<file path="src/include/mem_consts.svh">
// Width and count constants for the memory-side channels, PMP and arbiter.
// Include this header wherever one of these sizes is needed.
`ifndef MEM_CONSTS_SVH
`define MEM_CONSTS_SVH

// Bus widths
`define ADDR_W 32
`define DATA_W 32
`define BE_W 4

// PMP region count and the width of a region index
`define NUM_REGIONS 4
`define REGION_IDX_W 2

// Order queue depth, one entry per channel
// Must stay a power of two so the queue pointers wrap naturally
`define MAX_OUTST 2

`endif

</file>
<file path="src/logic/pmp_pkg.sv">
// Types for physical memory protection: privilege, access kind and the
// per-region configuration. Import where regions are stored or checked.
`include "mem_consts.svh"

package pmp_pkg;

  typedef enum logic {
    PRIV_U = 1'b0,
    PRIV_M = 1'b1
  } priv_e;

  // Only top-of-range matching is supported
  typedef enum logic {
    MODE_OFF = 1'b0,
    MODE_TOR = 1'b1
  } region_mode_e;

  typedef enum logic [1:0] {
    ACC_READ  = 2'd0,
    ACC_WRITE = 2'd1,
    ACC_EXEC  = 2'd2
  } pmp_acc_e;

  // One region, bounded below by the previous region's top
  typedef struct packed {
    logic               r;
    logic               w;
    logic               x;
    logic               lock;
    region_mode_e       mode;
    logic [`ADDR_W-1:0] top;
  } pmp_cfg_t;

endpackage

</file>
<file path="src/logic/mem_bus_pkg.sv">
// Request and response types of the fetch and data channels and of the
// shared memory bus. Import where the channel or bus payloads are handled.
`include "mem_consts.svh"

package mem_bus_pkg;

  // Instruction fetch request
  typedef struct packed {
    logic [`ADDR_W-1:0] addr;
    pmp_pkg::priv_e     priv;
  } instr_req_t;

  // Load/store request
  typedef struct packed {
    logic [`ADDR_W-1:0] addr;
    logic               we;
    logic [`BE_W-1:0]   be;
    logic [`DATA_W-1:0] wdata;
    pmp_pkg::priv_e     priv;
  } data_req_t;

  // Shared memory request, privilege already checked
  typedef struct packed {
    logic [`ADDR_W-1:0] addr;
    logic               we;
    logic [`BE_W-1:0]   be;
    logic [`DATA_W-1:0] wdata;
  } bus_req_t;

  // Response of a channel or of the memory
  typedef struct packed {
    logic [`DATA_W-1:0] rdata;
    logic               err;
  } rsp_t;

endpackage

</file>
<file path="src/logic/pmp_checker.sv">
// PMP region registers with a small write port in place of a CSR file.
// Checks the fetch and data requests combinationally and flags denials.
`timescale 1ns/1ps
`include "mem_consts.svh"

module pmp_checker (
  input  logic                      clk,
  input  logic                      rst_ni,

  // Region configuration write port
  input  logic                      pmp_cfg_we_i,
  input  logic [`REGION_IDX_W-1:0]  pmp_cfg_idx_i,
  input  pmp_pkg::pmp_cfg_t         pmp_cfg_i,

  // Requests under check
  input  mem_bus_pkg::instr_req_t   instr_req_i,
  input  mem_bus_pkg::data_req_t    data_req_i,

  output logic                      instr_deny_o,
  output logic                      data_deny_o
);

  import pmp_pkg::*;

  pmp_cfg_t cfg_q [`NUM_REGIONS];
  pmp_acc_e data_acc;

  //////////////////////////////////////////////////
  // Region registers
  //////////////////////////////////////////////////

  // Locked regions ignore writes until reset
  always_ff @(posedge clk or negedge rst_ni) begin
    if (!rst_ni) begin
      for (int i = 0; i < `NUM_REGIONS; i++) begin
        cfg_q[i] <= '{r: 1'b0, w: 1'b0, x: 1'b0, lock: 1'b0, mode: MODE_OFF, top: '0};
      end
    end else if (pmp_cfg_we_i && !cfg_q[pmp_cfg_idx_i].lock) begin
      cfg_q[pmp_cfg_idx_i] <= pmp_cfg_i;
    end
  end

  //////////////////////////////////////////////////
  // Access decision
  //////////////////////////////////////////////////

  // Lowest matching region decides
  function automatic logic check_deny(input logic [`ADDR_W-1:0] addr,
                                      input priv_e              priv,
                                      input pmp_acc_e           acc);
    logic               matched;
    logic               allow;
    logic               perm;
    logic [`ADDR_W-1:0] base;
    matched = 1'b0;
    // No match: machine mode passes, user mode fails
    allow   = (priv == PRIV_M);
    base    = '0;
    for (int i = 0; i < `NUM_REGIONS; i++) begin
      if (!matched && cfg_q[i].mode == MODE_TOR &&
          addr >= base && addr < cfg_q[i].top) begin
        matched = 1'b1;
        case (acc)
          ACC_EXEC:  perm = cfg_q[i].x;
          ACC_WRITE: perm = cfg_q[i].w;
          default:   perm = cfg_q[i].r;
        endcase
        // Machine mode is only held to the permissions of a locked region
        allow = perm | ((priv == PRIV_M) & ~cfg_q[i].lock);
      end
      base = cfg_q[i].top;
    end
    return ~allow;
  endfunction

  assign data_acc = data_req_i.we ? ACC_WRITE : ACC_READ;

  always_comb begin
    instr_deny_o = check_deny(instr_req_i.addr, instr_req_i.priv, ACC_EXEC);
    data_deny_o  = check_deny(data_req_i.addr, data_req_i.priv, data_acc);
  end

endmodule

</file>
<file path="src/logic/req_port.sv">
// Channel front end shared by the fetch and data sides. Keeps one request
// in flight, answers PMP-denied requests locally with an error and merges
// that answer with the bus responses.
`timescale 1ns/1ps

module req_port #(
  parameter type payload_t = logic
) (
  input  logic              clk,
  input  logic              rst_ni,

  // Channel side
  input  logic              req_i,
  input  payload_t          payload_i,
  output logic              gnt_o,
  output logic              rvalid_o,
  output mem_bus_pkg::rsp_t rsp_o,

  // PMP decision for the current payload
  input  logic              deny_i,

  // Arbiter side
  output logic              arb_req_o,
  output payload_t          arb_payload_o,
  input  logic              arb_gnt_i,
  input  logic              arb_rvalid_i,
  input  mem_bus_pkg::rsp_t arb_rsp_i
);

  import mem_bus_pkg::*;

  localparam rsp_t ERR_RSP = '{rdata: '0, err: 1'b1};

  logic busy_q;
  logic err_pend_q;
  logic accept;
  logic deny_accept;

  // Nothing new goes out while a response is still owed
  assign arb_req_o     = req_i & ~deny_i & ~busy_q;
  assign arb_payload_o = payload_i;

  // Denied requests are taken at once without touching the bus
  assign gnt_o       = req_i & ~busy_q & (deny_i | arb_gnt_i);
  assign accept      = req_i & gnt_o;
  assign deny_accept = accept & deny_i;

  always_ff @(posedge clk or negedge rst_ni) begin
    if (!rst_ni) begin
      busy_q     <= 1'b0;
      err_pend_q <= 1'b0;
    end else begin
      err_pend_q <= deny_accept;
      if (rvalid_o) begin
        busy_q <= 1'b0;
      end else if (accept) begin
        busy_q <= 1'b1;
      end
    end
  end

  // Local error and bus response never coincide, one request per channel
  assign rvalid_o = err_pend_q | arb_rvalid_i;
  assign rsp_o    = err_pend_q ? ERR_RSP : arb_rsp_i;

endmodule

</file>
<file path="src/logic/bus_arbiter.sv">
// Round-robin arbiter between the fetch and data channels onto one memory
// bus. Remembers the grant order and routes each in-order bus response
// back to the channel that issued it.
`timescale 1ns/1ps
`include "mem_consts.svh"

module bus_arbiter (
  input  logic                    clk,
  input  logic                    rst_ni,

  // Fetch channel
  input  logic                    instr_req_i,
  input  mem_bus_pkg::instr_req_t instr_payload_i,
  output logic                    instr_gnt_o,
  output logic                    instr_rvalid_o,
  output mem_bus_pkg::rsp_t       instr_rsp_o,

  // Data channel
  input  logic                    data_req_i,
  input  mem_bus_pkg::data_req_t  data_payload_i,
  output logic                    data_gnt_o,
  output logic                    data_rvalid_o,
  output mem_bus_pkg::rsp_t       data_rsp_o,

  // Shared memory bus
  output logic                    mem_req_o,
  output mem_bus_pkg::bus_req_t   mem_bus_o,
  input  logic                    mem_gnt_i,
  input  logic                    mem_rvalid_i,
  input  mem_bus_pkg::rsp_t       mem_rsp_i
);

  import mem_bus_pkg::*;

  localparam int unsigned PTR_W = $clog2(`MAX_OUTST);

  logic             last_data_q;
  logic             lock_q;
  logic             sel_q;
  logic             rr_data;
  logic             sel_data;
  logic             mem_accept;
  bus_req_t         instr_bus;
  bus_req_t         data_bus;

  // Order queue, one bit per entry, set for a data access
  logic             order_q [`MAX_OUTST];
  logic [PTR_W-1:0] wr_ptr_q;
  logic [PTR_W-1:0] rd_ptr_q;
  logic [PTR_W:0]   order_cnt_q;
  logic             head_data;

  //////////////////////////////////////////////////
  // Channel selection
  //////////////////////////////////////////////////

  // On a conflict the channel not granted last wins
  assign rr_data  = data_req_i & (~instr_req_i | ~last_data_q);
  // Choice is frozen while the memory holds off its grant
  assign sel_data = lock_q ? sel_q : rr_data;

  assign mem_req_o   = instr_req_i | data_req_i;
  assign mem_accept  = mem_req_o & mem_gnt_i;
  assign instr_gnt_o = mem_gnt_i & instr_req_i & ~sel_data;
  assign data_gnt_o  = mem_gnt_i & data_req_i & sel_data;

  always_ff @(posedge clk or negedge rst_ni) begin
    if (!rst_ni) begin
      last_data_q <= 1'b0;
      lock_q      <= 1'b0;
      sel_q       <= 1'b0;
    end else if (mem_accept) begin
      last_data_q <= sel_data;
      lock_q      <= 1'b0;
    end else if (mem_req_o) begin
      lock_q      <= 1'b1;
      sel_q       <= sel_data;
    end
  end

  // Fetches go out as full-word reads
  assign instr_bus = '{addr: instr_payload_i.addr, we: 1'b0, be: '1, wdata: '0};
  assign data_bus  = '{addr:  data_payload_i.addr,
                       we:    data_payload_i.we,
                       be:    data_payload_i.be,
                       wdata: data_payload_i.wdata};

  assign mem_bus_o = sel_data ? data_bus : instr_bus;

  //////////////////////////////////////////////////
  // Response order tracking
  //////////////////////////////////////////////////

  always_ff @(posedge clk) begin
    if (mem_accept) begin
      order_q[wr_ptr_q] <= sel_data;
    end
  end

  always_ff @(posedge clk or negedge rst_ni) begin
    if (!rst_ni) begin
      wr_ptr_q    <= '0;
      rd_ptr_q    <= '0;
      order_cnt_q <= '0;
    end else begin
      if (mem_accept) begin
        wr_ptr_q <= wr_ptr_q + PTR_W'(1);
      end
      if (mem_rvalid_i) begin
        rd_ptr_q <= rd_ptr_q + PTR_W'(1);
      end
      // Push and pop may land in the same cycle
      order_cnt_q <= order_cnt_q + (PTR_W+1)'(mem_accept) - (PTR_W+1)'(mem_rvalid_i);
    end
  end

  // Oldest grant owns the response
  assign head_data      = order_q[rd_ptr_q];
  assign instr_rvalid_o = mem_rvalid_i & ~head_data;
  assign data_rvalid_o  = mem_rvalid_i & head_data;
  assign instr_rsp_o    = mem_rsp_i;
  assign data_rsp_o     = mem_rsp_i;

endmodule

</file>
<file path="src/logic/mem_top.sv">
// Memory-side top level: fetch and data channels, each checked by the PMP,
// sharing one memory bus through the arbiter.
`timescale 1ns/1ps
`include "mem_consts.svh"

module mem_top (
  input  logic                      clk,
  input  logic                      rst_ni,

  // Fetch channel
  input  logic                      instr_req_i,
  input  mem_bus_pkg::instr_req_t   instr_req_pl_i,
  output logic                      instr_gnt_o,
  output logic                      instr_rvalid_o,
  output mem_bus_pkg::rsp_t         instr_rsp_o,

  // Data channel
  input  logic                      data_req_i,
  input  mem_bus_pkg::data_req_t    data_req_pl_i,
  output logic                      data_gnt_o,
  output logic                      data_rvalid_o,
  output mem_bus_pkg::rsp_t         data_rsp_o,

  // PMP configuration
  input  logic                      pmp_cfg_we_i,
  input  logic [`REGION_IDX_W-1:0]  pmp_cfg_idx_i,
  input  pmp_pkg::pmp_cfg_t         pmp_cfg_i,

  // Memory bus
  output logic                      mem_req_o,
  output mem_bus_pkg::bus_req_t     mem_bus_o,
  input  logic                      mem_gnt_i,
  input  logic                      mem_rvalid_i,
  input  mem_bus_pkg::rsp_t         mem_rsp_i
);

  import mem_bus_pkg::*;

  logic       instr_deny;
  logic       data_deny;

  // Channel front ends to arbiter
  logic       instr_arb_req;
  instr_req_t instr_arb_pl;
  logic       instr_arb_gnt;
  logic       instr_arb_rvalid;
  rsp_t       instr_arb_rsp;
  logic       data_arb_req;
  data_req_t  data_arb_pl;
  logic       data_arb_gnt;
  logic       data_arb_rvalid;
  rsp_t       data_arb_rsp;

  pmp_checker u_pmp_checker (
    .clk           (clk),
    .rst_ni        (rst_ni),
    .pmp_cfg_we_i  (pmp_cfg_we_i),
    .pmp_cfg_idx_i (pmp_cfg_idx_i),
    .pmp_cfg_i     (pmp_cfg_i),
    .instr_req_i   (instr_req_pl_i),
    .data_req_i    (data_req_pl_i),
    .instr_deny_o  (instr_deny),
    .data_deny_o   (data_deny)
  );

  req_port #(
    .payload_t (instr_req_t)
  ) u_instr_port (
    .clk           (clk),
    .rst_ni        (rst_ni),
    .req_i         (instr_req_i),
    .payload_i     (instr_req_pl_i),
    .gnt_o         (instr_gnt_o),
    .rvalid_o      (instr_rvalid_o),
    .rsp_o         (instr_rsp_o),
    .deny_i        (instr_deny),
    .arb_req_o     (instr_arb_req),
    .arb_payload_o (instr_arb_pl),
    .arb_gnt_i     (instr_arb_gnt),
    .arb_rvalid_i  (instr_arb_rvalid),
    .arb_rsp_i     (instr_arb_rsp)
  );

  req_port #(
    .payload_t (data_req_t)
  ) u_data_port (
    .clk           (clk),
    .rst_ni        (rst_ni),
    .req_i         (data_req_i),
    .payload_i     (data_req_pl_i),
    .gnt_o         (data_gnt_o),
    .rvalid_o      (data_rvalid_o),
    .rsp_o         (data_rsp_o),
    .deny_i        (data_deny),
    .arb_req_o     (data_arb_req),
    .arb_payload_o (data_arb_pl),
    .arb_gnt_i     (data_arb_gnt),
    .arb_rvalid_i  (data_arb_rvalid),
    .arb_rsp_i     (data_arb_rsp)
  );

  bus_arbiter u_bus_arbiter (
    .clk             (clk),
    .rst_ni          (rst_ni),
    .instr_req_i     (instr_arb_req),
    .instr_payload_i (instr_arb_pl),
    .instr_gnt_o     (instr_arb_gnt),
    .instr_rvalid_o  (instr_arb_rvalid),
    .instr_rsp_o     (instr_arb_rsp),
    .data_req_i      (data_arb_req),
    .data_payload_i  (data_arb_pl),
    .data_gnt_o      (data_arb_gnt),
    .data_rvalid_o   (data_arb_rvalid),
    .data_rsp_o      (data_arb_rsp),
    .mem_req_o       (mem_req_o),
    .mem_bus_o       (mem_bus_o),
    .mem_gnt_i       (mem_gnt_i),
    .mem_rvalid_i    (mem_rvalid_i),
    .mem_rsp_i       (mem_rsp_i)
  );

endmodule

</file>
<file path="config.mk">
export PLATFORM = sky130hd
export DESIGN_NAME = mem_top
export DESIGN_NICKNAME = d
export VERILOG_FILES = /design/src/logic/pmp_pkg.sv /design/src/logic/mem_bus_pkg.sv /design/src/logic/pmp_checker.sv /design/src/logic/req_port.sv /design/src/logic/bus_arbiter.sv /design/src/logic/mem_top.sv
export VERILOG_INCLUDE_DIRS = /design/src /design/src/include
export SDC_FILE = /design/constraint.sdc
export NUM_CORES = 1
export LEC_CHECK = 0
export BUFFER_PORTS_ARGS = -buffer_cell sky130_fd_sc_hd__clkbuf_2
export CORE_ASPECT_RATIO = 2
export CORE_MARGIN = 8
export CORE_UTILIZATION = 55
export DETAILED_ROUTE_END_ITERATION = 10
export GPL_TIMING_DRIVEN = 0
export PLACE_DENSITY = 0.88
export SLEW_MARGIN = 5
export SYNTH_ARGS = -nofsm -noshare
export SYNTH_HDL_FRONTEND = slang
export SYNTH_SLANG_ARGS = --single-unit
</file>
<file path="constraint.sdc">
create_clock -name clk -period 14.7 [get_ports clk]
set_input_delay 2.94 -clock clk [delete_from_list [all_inputs] [get_ports clk]]
set_output_delay 2.94 -clock clk [all_outputs]
set_load 0.005 [all_outputs]
</file>
## Word level (Yosys, flattened, before mapping)

Memories as Yosys holds them, arrays and structs flattened.
Cells that the tools add are included.

| word-level totals | value |
|---|---|
| bits in registers | 157 |
| bits in writable memories | 2 |
| bits of input ports | 182 |
| output and inout bits | 140 |
| word-level logic and storage cells | 192 |
| memories | 1 |

Memories:

| name | words | width | rd ports | clocked after Yosys merged registers in | write ports | line | source |
|---|---|---|---|---|---|---|---|
| u_bus_arbiter.order_q | 2 | 1 | 1 | 0 | 1 | bus_arbiter.sv:47 | `` logic order_q [`MAX_OUTST]; `` |

| cells by class | value |
|---|---|
| add/sub/neg operators | 2 |
| $lt $le $gt $ge | 18 |
| equality and inequality tests | 2 |
| multiplexer cells | 45 |
| bitwise operators | 56 |
| reductions and logical operators | 35 |

Operator list:

| cell | count |
|---|---|
| less-than comparator 32 bit | 8 |
| greater-or-equal comparator 32 bit | 6 |
| bitwise mux 148 bit | 1 |
| binary-select mux 37 bit (select 2 bit) | 1 |
| demux 37 bit (select 2 bit) | 1 |
| 2-to-1 mux 69 bit | 1 |
| 2-to-1 mux 34 bit | 2 |
| 2-to-1 mux 33 bit | 2 |
| greater-or-equal comparator 32 x 1 -> 1 bit (second input constant) | 2 |
| 2-to-1 mux 37 bit | 1 |
| 2-to-1 mux 1 bit | 32 |
| bitwise AND 1 bit | 28 |
| logical AND 1 bit | 24 |
| bitwise OR 1 bit | 14 |
| NOT 1 bit | 13 |
| case mux 1 bit (2 select lines) | 4 |
| zero test 1 bit | 7 |
| nonzero test 2 bit | 3 |
| greater-or-equal comparator 3 bit (second input constant) | 1 |
| less-than comparator 3 x 1 -> 1 bit (second input constant) | 1 |
| NOT 2 -> 3 bit | 1 |
| adder 1 bit (second input constant) | 2 |
| == test 2 x 1 -> 1 bit (second input constant) | 1 |
| == test 2 bit (second input constant) | 1 |
| AND reduction 2 bit | 1 |

## Logic depth before layout (Yosys ltp)

Gate-level depths: netlist (run 1).

| depth | value |
|---|---|
| depth after elaboration | 34 |
| mapped depth | 14 |
| gate-level depth less buffers | 13 |

## Cells and area by module

Synthesis (run 1) repeated with hierarchy kept, for this count alone.

| unflattened totals | value |
|---|---|
| cells, all modules | 1613 |
| area, all modules | 14292.5 sq um |

By module, submodules not included:

| module | instances | cells an instance | area an instance (sq um) | seq. area each (sq um) |
|---|---|---|---|---|
| pmp_checker | 1 | 1246 | 11408.4 | 3703.6 |
| bus_arbiter | 1 | 170 | 1457.6 | 185.2 |
| req_port at u_data_port | 1 | 117 | 852.1 | 50.0 |
| req_port at u_instr_port | 1 | 80 | 574.3 | 50.0 |

## Worst setup path before layout (run 1)

Ideal clock, no wire load.

| path | value |
|---|---|
| path type | in2out |
| start | input port data_req_pl_i[53] (netlist bit) |
| end | output port mem_bus_o[39] (netlist bit) |
| arrival time | 6.012 ns |
| data required time | 11.760 ns |
| path slack | 5.748 ns |
| stages on the path | 13 |
| buffers on the path | 1 |
| path through | ha_1 nand4_1 or4_1 a31oi_1 o311ai_1 a221oi_1 mux2_2 a31o_2 mux2i_1 a311o_2 nand2_8 buf_12 mux2_4 |

RTL lines:

| item | line | source |
|---|---|---|
| from (decl) | mem_top.sv:19 | `input mem_bus_pkg::data_req_t data_req_pl_i,` |
| to (decl) | mem_top.sv:31 | `output mem_bus_pkg::bus_req_t mem_bus_o,` |

==> results of run 1 <==
==> final timing paths <==
kind	endpoint	cells after the start	from
worst max-delay path	mem_bus_o[41]	15	data_req_pl_i[53]
worst min-delay path	u_bus_arbiter.rd_ptr_q	1	u_bus_arbiter.rd_ptr_q
worst max register to register	u_bus_arbiter.last_data_q	13	u_pmp_checker.cfg_q[89]
worst min register to register	u_bus_arbiter.rd_ptr_q	1	u_bus_arbiter.rd_ptr_q
max in group asynchronous	u_pmp_checker.cfg_q[111]	2	rst_ni
min in group asynchronous	u_pmp_checker.cfg_q[47]	1	rst_ni
==> through the flow <==
stage	util [%]	power, W	area, sq um	hold WS [ps]
2_1_floorplan	-	0.000969	13300	450
3_3_place_gp	64.0	0.00124	15200	467
3_5_place_dp	64.1	0.00127	15300	471
4_1_cts	66.7	0.00174	15900	482
5_1_grt	66.7	0.00184	15900	509
6_report	66.7	0.00174	15900	476
==> power groups by stage <==
stage	registers, W	clock network, W	logic [W]
after CTS	0.000521	0.000474	0.000746
after global routing	0.000526	0.000491	0.000822
after detailed placement	0.000529	0	0.000740
after floorplan	0.000519	0	0.000450
after global placement	0.000526	0	0.000716
final	0.000521	0.000473	0.000751
==> cell usage after synthesis, drive strengths merged (4+ instances only) <==
library cell and number:
o211ai 9, mux2 83, o21a 6, nor3 10, ha 254, nand3 13, and4 4, and2 35
o31ai 4, a211oi 16, nand2b 10, nand4 48, dfrtp 157, nand2 161, buf 6, nor4 8
a21o 17, a31o 4, a21oi 104, a2111oi 6, a31oi 8, a221oi 7, mux2i 5, o21bai 4
inv 148, nor2 32, clkbuf 33, o21ai 151, a22oi 4, nor2b 75
==> routing by layer <==
metal | wire [um] | track usage, % | vias up | share of wire, %
li1 | - | - | 5883 | -
met1 | 17100 | 33.5 | 6164 | 36
met2 | 24000 | 55.3 | 660 | 50
met3 | 3420 | 7.55 | 196 | 7.1
met4 | 3620 | 24.7 | 2 | 7.5
met5 | 8 | 0 | - | 0.017
==> cell type report <==
| cell class | instances | area (sq um) |
|---|---|---|
| Buffer | 39 | 206 |
| Clock inverter | 12 | 158 |
| Tap cell | 287 | 359 |
| Multi-Input combinational cell | 1112 | 8520 |
| Clock buffer | 20 | 457 |
| Timing Repair Buffer | 321 | 1640 |
| Sequential cell | 159 | 3990 |
| Fill cell | 1928 | 7940 |
| Inverter | 148 | 556 |
==> state kept, by name, summed over array words and instances (netlist names) <==
register	flops
u_bus_arbiter.wr_ptr_q	1
u_bus_arbiter.order_q	2
u_bus_arbiter.rd_ptr_q	1
u_data_port.err_pend_q	1
u_data_port.busy_q	1
u_instr_port.busy_q	1
u_instr_port.err_pend_q	1
u_bus_arbiter.last_data_q	1
u_bus_arbiter.sel_q	1
u_pmp_checker.cfg_q	148
u_bus_arbiter.lock_q	1
==> cells by family (layout without fill, tap and decap cells) <==
logic type / after synthesis / count (layout) / synth area share [%]
simple gates: 411 / 411 / 15.9
compound gates: 357 / 357 / 15.9
fa+ha+maj: 254 / 254 / 23.9
buf+inv: 187 / 540 / 5.74
flops: 159 / 159 / 30.0
mux: 88 / 88 / 8.27
xor+xnor: 2 / 2 / 0.132
==> cell usage in the layout, fill, tap and decap left out, types with 29 or more instances in the layout <==
master	n
o21ai_0	150
and2_1	35
ha_1	254
inv_1	148
mux2_4	29
nor2b_1	75
dfrtp_1	157
mux2_2	54
clkbuf_2	321
clkbuf_1	32
nand4_1	48
nand2_1	160
nor2_1	32
a21oi_1	104
==> worst max-delay path, stage by stage <==
cell and delay (ps):
clkbuf_2 160, ha_1 330, nand4_1 200, or4_1 680
a31oi_1 370, o311ai_1 160, a221oi_1 420, mux2_2 380
a31o_2 230, mux2i_1 480, a311o_2 290, nand2_8 150
buf_12 210, mux2_4 300, clkbuf_2 120
==> flow_summary.yaml, run 1 <==
cts:
  clkTransAtPathRegs_ps: 60
  root_buffer: "clkbuf_16"
  cts_buffer_depth: 2
  cts.sinks: 159
  postCtsResizedCells: 0
  clk_latency_ps: 460
  postCtsSetupBuffers: 0
  cts_made_buffers: 17
  cts_tree: "yes"
  hold_buffers: 0
  cts-htree-levels: 4
synth:
  post_synth_main_area_contributors: "dfrtp_1 30%, ha_1 24%, o21ai_0 5.7%, mux2_2 4.6%, nand2_1 4.5%"
  async_flop_share_pct: 98.7
  ys_seq_area_share_pct: 30.0
  yosys_register_bits: 159
  syn_area_per_cell_sq_um: 9.11
  synth_cells: 1458
  syn-num-nets: 1894
  yosysTopAreaCell: "dfrtp_1"
  ys.flop_type: "dfrtp_1"
  synth_edf_count: 2
  synth_top_area_share_pct: 29.6
  yosysUniqueCellTypes: 68
  yosysWarnings: 0
  synthesis.area_sq_mm: 0.0133
floorplan:
  core-area_sq_mm: 0.0238
  core.rowCount: 80
  die_h_um: 236
  num_io_pins: 322
  start_util_pct: 55.7
  die_w_um: 126
  die-area_sq_mm: 0.0297
place:
  dp_cells: 2066
  port_buffers: 320
  hpwl_um: 38600
  pre_cts_ws_ps: 4400
  gp_congestion: 1.04
finish:
  diodes: 0
  fin_cells: 2098
  layout-drive-gt1-share_pct: 25.2
  areaGrowthSynthToFinish_pct: 19.7
  num-nets-final: 2234
route:
  drt-initial-drc-count: 1133
  viasPerCell: 6.15
  drt_wl_total_um: 48100
  final_antenna_net_count: 0
  wl_per_cell_um: 22.9
  drcViolationCount: 0
  num_vias: 12900
  dr.pass1.iters: 5
pwr:
  swShare_pct: 36.8
  power.leakage_nw: 8.21
  vdd_drop_max_v: 0.0000866
  p_sw_w: 0.000642
  p_seq_share_pct: 29.9
  clock_power_share_pct: 27.1
  internal_power_w: 0.00110
  p_per_area_mw_per_mm2: 110
  comb_power_share_pct: 43.0
sta:
  fmax_mhz: 96.5
  setup_viol: 0
  finalHoldViolCount: 0
  slew_viol_final: 0
  maxSlewHeadroom_pct: 14.0
  worst_pin_slew_ps: 1270
  fin_crit_sh_pct: 70.5
  timing.final.ws_setup_ps: 4330
  clock_skew_ps: 8.04
  fin_crit_ps: 10370
  rsz0062_at_grt: "false"
  fin_tns_setup_ps: 0
setup_path:
  required_ps: 11760
  cp_max_fo: 10
  end_kind: "primary output"
  worst_setup_path_start_kind: "input port"
  reg2reg_slack_ps: 10080
  cp.arrival_ps: 7430
  crit_type: "in -> out"
worst_hold_path:
  hold_path.class: "reg -> reg"
status:
  outcome: "complete, no violations"
grt:
  antenna_found_initial: 1
  grt_pass1_wl_um: 74000
  overflow: 0
  grt_pass1_vias: 13400
  track_usage_pct: 32.3
  grt_max_degree: 93
flow_run:
  maxCapViolations: 0
(Power assumes the default switching activity.)
==> inputs of run 2 (changes only) <==
Settings changed: CORE_UTILIZATION 55 to 50, PLACE_DENSITY 0.88 to 0.84.
Clock period 14.7 ns to 9.34 ns, I/O delays scaled along.
==> flow_summary.yaml, run 2 (synthesis results as in run 1) <==
route:
  final_antenna_net_count: 0
  viasPerCell: 5.90
  dr.pass1.iters: 5
  drt_wl_total_um: 49700
  num_vias: 12700
  wl_per_cell_um: 23.1
  drcViolationCount: 0
  drt-initial-drc-count: 844
sta:
  fin_tns_setup_ps: 0
  fin_crit_sh_pct: 89.6
  rsz0062_at_grt: "false"
  finalHoldViolCount: 0
  maxSlewHeadroom_pct: 39.9
  clock_skew_ps: 7.08
  setup_viol: 0
  fmax_mhz: 120
  worst_pin_slew_ps: 895
  fin_crit_ps: 8370
  slew_viol_final: 0
pwr:
  p_per_area_mw_per_mm2: 170
  vdd_drop_max_v: 0.000100
  power.leakage_nw: 8.20
  power.total_w: 0.00271
  p_seq_share_pct: 30.3
  comb_power_share_pct: 44.0
  clock_power_share_pct: 25.7
  p_sw_w: 0.00100
  swShare_pct: 37.0
  internal_power_w: 0.00170
flow_run:
  maxCapViolations: 0
worst_hold_path:
  min_from: "u_bus_arbiter.rd_ptr_q"
  hold_path.class: "reg -> reg"
  hold_depth: 1
  hold_end: "u_bus_arbiter.rd_ptr_q"
setup_path:
  crit_type: "in -> out"
  cp_max_fo: 10
  timing.rr.end: "u_bus_arbiter.sel_q"
  worst_r2r_path_depth: 13
  timing.rr.start: "u_pmp_checker.cfg_q[11]"
  cp.arrival_ps: 6500
  worst_setup_path_start_kind: "input port"
  required_ps: 7470
  reg2reg_slack_ps: 4560
  end_kind: "primary output"
finish:
  num-nets-final: 2234
  largest_register_ffs: 148
  layout-drive-gt1-share_pct: 25.1
  fin_cells: 2156
  top_register: "u_pmp_checker.cfg_q"
  reg_top3: "u_pmp_checker.cfg_q x148, u_bus_arbiter.order_q x2"
  n_fill_cell: 2261
  areaGrowthSynthToFinish_pct: 20.0
  layout_commonest_cell: "clkbuf_2"
  layout_common_cells: "321 x clkbuf_2, 254 x ha_1, 160 x nand2_1"
grt:
  overflow: 0
  grt_max_degree: 110
  antenna_found_initial: 1
  grt_pass1_vias: 13100
  grt_pass1_wl_um: 75500
  track_usage_pct: 30.3
place:
  gp_congestion: 0.993
  port_buffers: 320
  dp_cells: 2123
  hpwl_um: 40700
floorplan:
  die_w_um: 131
  start_util_pct: 50.7
  core-area_sq_mm: 0.0262
  die_h_um: 246
  core.rowCount: 84
  num_io_pins: 322
  die-area_sq_mm: 0.0323
status:
  outcome: "complete, no violations"
cts:
  root_buffer: "clkbuf_16"
  cts-htree-levels: 4
  clkTransAtPathRegs_ps: 60
  cts.sinks: 159
  cts_tree: "yes"
  postCtsSetupBuffers: 0
  postCtsResizedCells: 0
  clk_latency_ps: 460
  cts_buffer_depth: 2
  hold_buffers: 0
  cts_made_buffers: 17
run 2: cell count changes in the layout (fill, tap and decap cells not counted), moves of 2 or more:
| cell | previous run | this run |
|---|---|---|
| inv_6 | 2 | 0 |
| clkbuf_1 | 32 | 34 |
| bufinv_16 | 3 | 1 |
| clkinvlp_4 | 3 | 1 |
| clkinv_4 | 2 | 0 |
| clkbuf_8 | 3 | 7 |
| diode_2 | 0 | 2 |
run 2: worst max path at each step:
stage / end / cells past startpoint / from / slack (ps)
after floorplan: mem_bus_o[39] / 13 / data_req_pl_i[53] / 2530
after global placement: mem_bus_o[43] / 14 / instr_req_pl_i[12] / 1160
after detailed placement: mem_bus_o[49] / 14 / instr_req_pl_i[12] / 1050
after CTS: mem_bus_o[48] / 14 / instr_req_pl_i[12] / 1010
after global routing: mem_bus_o[39] / 14 / instr_req_pl_i[12] / 960
final: mem_bus_o[48] / 14 / instr_req_pl_i[12] / 970
run 2: layer usage:
layer  up-vias  track usage (%)  share of wire (%)
met5         -                0                  0
met4         0             20.9                6.9
met3       165             5.49                5.4
met2       533             53.1                 50
met1      6133             32.7                 37
li1       5887                -                  -
run 2: final cells by class:
type	instances	area (sq um)	share of cell area (%)
multi-input combinational	1112	8530	53.6
timing repair buffer	321	1640	10.3
tap	344	430	2.70
sequential	159	3990	25.0
antenna	2	5.00	0.0314
clock inverter	5	52.6	0.330
clock buffer	26	519	3.26
inverter	148	556	3.49
buffer	39	206	1.30
run 2: per-stage QoR:
stage | util, % | setup slack, ps | hold WS, ps | instance area, sq um
2_1_floorplan | - | 2530 | 450 | 13300
3_3_place_gp | 58.5 | 1160 | 469 | 15300
3_5_place_dp | 58.6 | 1050 | 470 | 15300
4_1_cts | 60.8 | 1010 | 481 | 15900
5_1_grt | 60.8 | 955 | 509 | 15900
6_report | 60.9 | 974 | 476 | 15900
run 2: power groups by stage:
stage          Combinational, W  Sequential, W  Clock [W]
2_1_floorplan          0.000708       0.000817          0
3_3_place_gp            0.00116       0.000827          0
3_5_place_dp            0.00118       0.000830          0
4_1_cts                 0.00119       0.000818   0.000699
5_1_grt                 0.00131       0.000829   0.000731
6_report                0.00119       0.000820   0.000695
run 2: critical path: stages:
cell and delay, ps:
clkbuf_2 150, ha_1 350, a21oi_1 180, o21ai_0 330, nor4_2 760, o31ai_1 350, a2111oi_0 660, nor4b_2 360
mux2i_2 400, a311o_2 320, nand2_8 140, buf_12 200, mux2_4 300, clkbuf_2 110
==> inputs of run 3 (changes only) <==
Settings changed: REMOVE_ABC_BUFFERS from default to 1.
==> flow_summary.yaml, run 3 (synthesis results as in run 1) <==
status:
  outcome: "complete, no violations"
sta:
  fin_tns_setup_ps: 0
  finalHoldViolCount: 0
  clock_skew_ps: 10.1
  worst_pin_slew_ps: 1060
  rsz0062_at_grt: "false"
  maxSlewHeadroom_pct: 29.2
  fin_crit_sh_pct: 90.1
  holdWs_ps: 504
  fin_crit_ps: 8420
  fmax_mhz: 119
  slew_viol_final: 0
  setup_viol: 0
grt:
  grt_pass1_wl_um: 70000
  grt_pass1_vias: 13200
  antenna_found_initial: 1
  grt_max_degree: 106
  track_usage_pct: 27.6
  overflow: 0
finish:
  top_register: "u_pmp_checker.cfg_q"
  areaGrowthSynthToFinish_pct: 20.3
  reg_top3: "u_pmp_checker.cfg_q x148, u_bus_arbiter.order_q x2"
  fin_area_sq_mm: 0.0160
  layout_common_cells: "320 x clkbuf_2, 254 x ha_1, 160 x nand2_1"
  layout-drive-gt1-share_pct: 26.4
  num-nets-final: 2215
  layout_commonest_cell: "clkbuf_2"
  fin_cells: 2138
  largest_register_ffs: 148
setup_path:
  worst_setup_path_start_kind: "input port"
  path_cells: "clkbuf_2 -> ha_1 -> nand4_1 -> or4_1 -> a31oi_1 -> o311ai_1 -> a221oi_1 -> mux2_2 -> a31o_2 -> mux2i_1 -> a311o_2 -> nand2_8 -> mux2_4 -> clkbuf_2"
  slowest_delay_ps: 720
  crit_buf_inv: 2
  cp_max_fo: 73
  cp.arrival_ps: 6550
  crit_type: "in -> out"
  crit_top_cell: "clkbuf_2"
  cp_top_family: "simple AND/OR/NAND/NOR gates"
  required_ps: 7470
  cpMaxStageDelayCell: "or4_1"
  end_kind: "primary output"
route:
  wl_per_cell_um: 21.2
  route.met3.wl_um: 2450
  wl_met2_um: 23200
  dr.pass1.iters: 7
  drcViolationCount: 0
  drt-initial-drc-count: 707
  drt_wl_total_um: 45200
  viasPerCell: 5.77
  final_antenna_net_count: 0
  met1_length_um: 15800
  top_layer: "met4"
  num_vias: 12300
pwr:
  p_per_area_mw_per_mm2: 168
  p_seq_share_pct: 31.2
  swShare_pct: 36.9
  power.leakage_nw: 8.26
  vdd_drop_max_v: 0.000194
  internal_power_w: 0.00170
  clock_power_share_pct: 28.0
  power.total_w: 0.00269
  comb_power_share_pct: 40.7
  p_sw_w: 0.000993
floorplan:
  core.rowCount: 84
  core-area_sq_mm: 0.0262
  die-area_sq_mm: 0.0323
  start_util_pct: 50.7
  die_h_um: 246
  die_w_um: 131
  num_io_pins: 322
cts:
  cts_tree: "yes"
  cts_made_buffers: 17
  cts.sinks: 159
  postCtsResizedCells: 0
  cts_buffer_depth: 2
  clkTransAtPathRegs_ps: 60
  postCtsSetupBuffers: 0
  cts-htree-levels: 4
  hold_buffers: 0
  root_buffer: "clkbuf_16"
  clk_latency_ps: 450
place:
  placed_area_sq_mm: 0.0153
  gp_congestion: 0.973
  hpwl_um: 37200
  port_buffers: 321
  dp_cells: 2104
worst_hold_path:
  hold_path.class: "reg -> reg"
flow_run:
  maxCapViolations: 0
run 3: cell types whose count changed in the layout (fill, tap and decap cells not counted), moves of 3 or more:
cell | previous run | this run
buf_12 | 3 | 0
clkbuf_8 | 7 | 1
buf_4 | 0 | 9
inv_6 | 0 | 5
clkinv_4 | 0 | 3
clkinv_2 | 3 | 0
clkbuf_1 | 34 | 0
buf_6 | 1 | 9
run 3: final cells by class:
cell class / instances / area, sq um
timing repair buffer: 341 / 1820
sequential: 159 / 3990
clock buffer: 17 / 425
tap: 344 / 430
fill: 2272 / 10200
inverter: 148 / 556
clock inverter: 15 / 198
antenna: 2 / 5.00
multi-input combinational: 1112 / 8550
run 3: worst paths after layout:
check | from | end | slack [ps] | cells after the start
min in group asynchronous | rst_ni | u_pmp_checker.cfg_q[13] | 1380 | 1
hold / removal | u_pmp_checker.cfg_q[11] | u_pmp_checker.cfg_q[11] | 500 | 1
setup reg to reg | u_pmp_checker.cfg_q[88] | u_bus_arbiter.sel_q | 4520 | 13
max in group asynchronous | rst_ni | u_data_port.err_pend_q | 7040 | 2
hold reg to reg | u_pmp_checker.cfg_q[11] | u_pmp_checker.cfg_q[11] | 500 | 1
setup / recovery | data_req_pl_i[53] | mem_bus_o[49] | 920 | 14
run 3: power by group through the flow:
stage | clock, W | combinational [W] | sequential [W]
after CTS | 0.000767 | 0.00110 | 0.000837
after detailed placement | 0 | 0.00109 | 0.000850
after floorplan | 0 | 0.000647 | 0.000832
after global placement | 0 | 0.00104 | 0.000844
after global routing | 0.000789 | 0.00122 | 0.000850
final | 0.000753 | 0.00109 | 0.000840
run 3: through the flow:
step | worst slack (ps) | utilization, %
floorplan | 2030 | -
global placement | -1900 | 57.7
detailed placement | 1020 | 58.6
CTS | 1020 | 61.0
global route | 846 | 61.0
finish | 921 | 61.0
run 3: per-layer routing:
metal,track usage [%],vias up
li1,-,5849
met5,0,-
met2,49.1,492
met3,5.65,168
met4,23.1,0
met1,27.2,5827
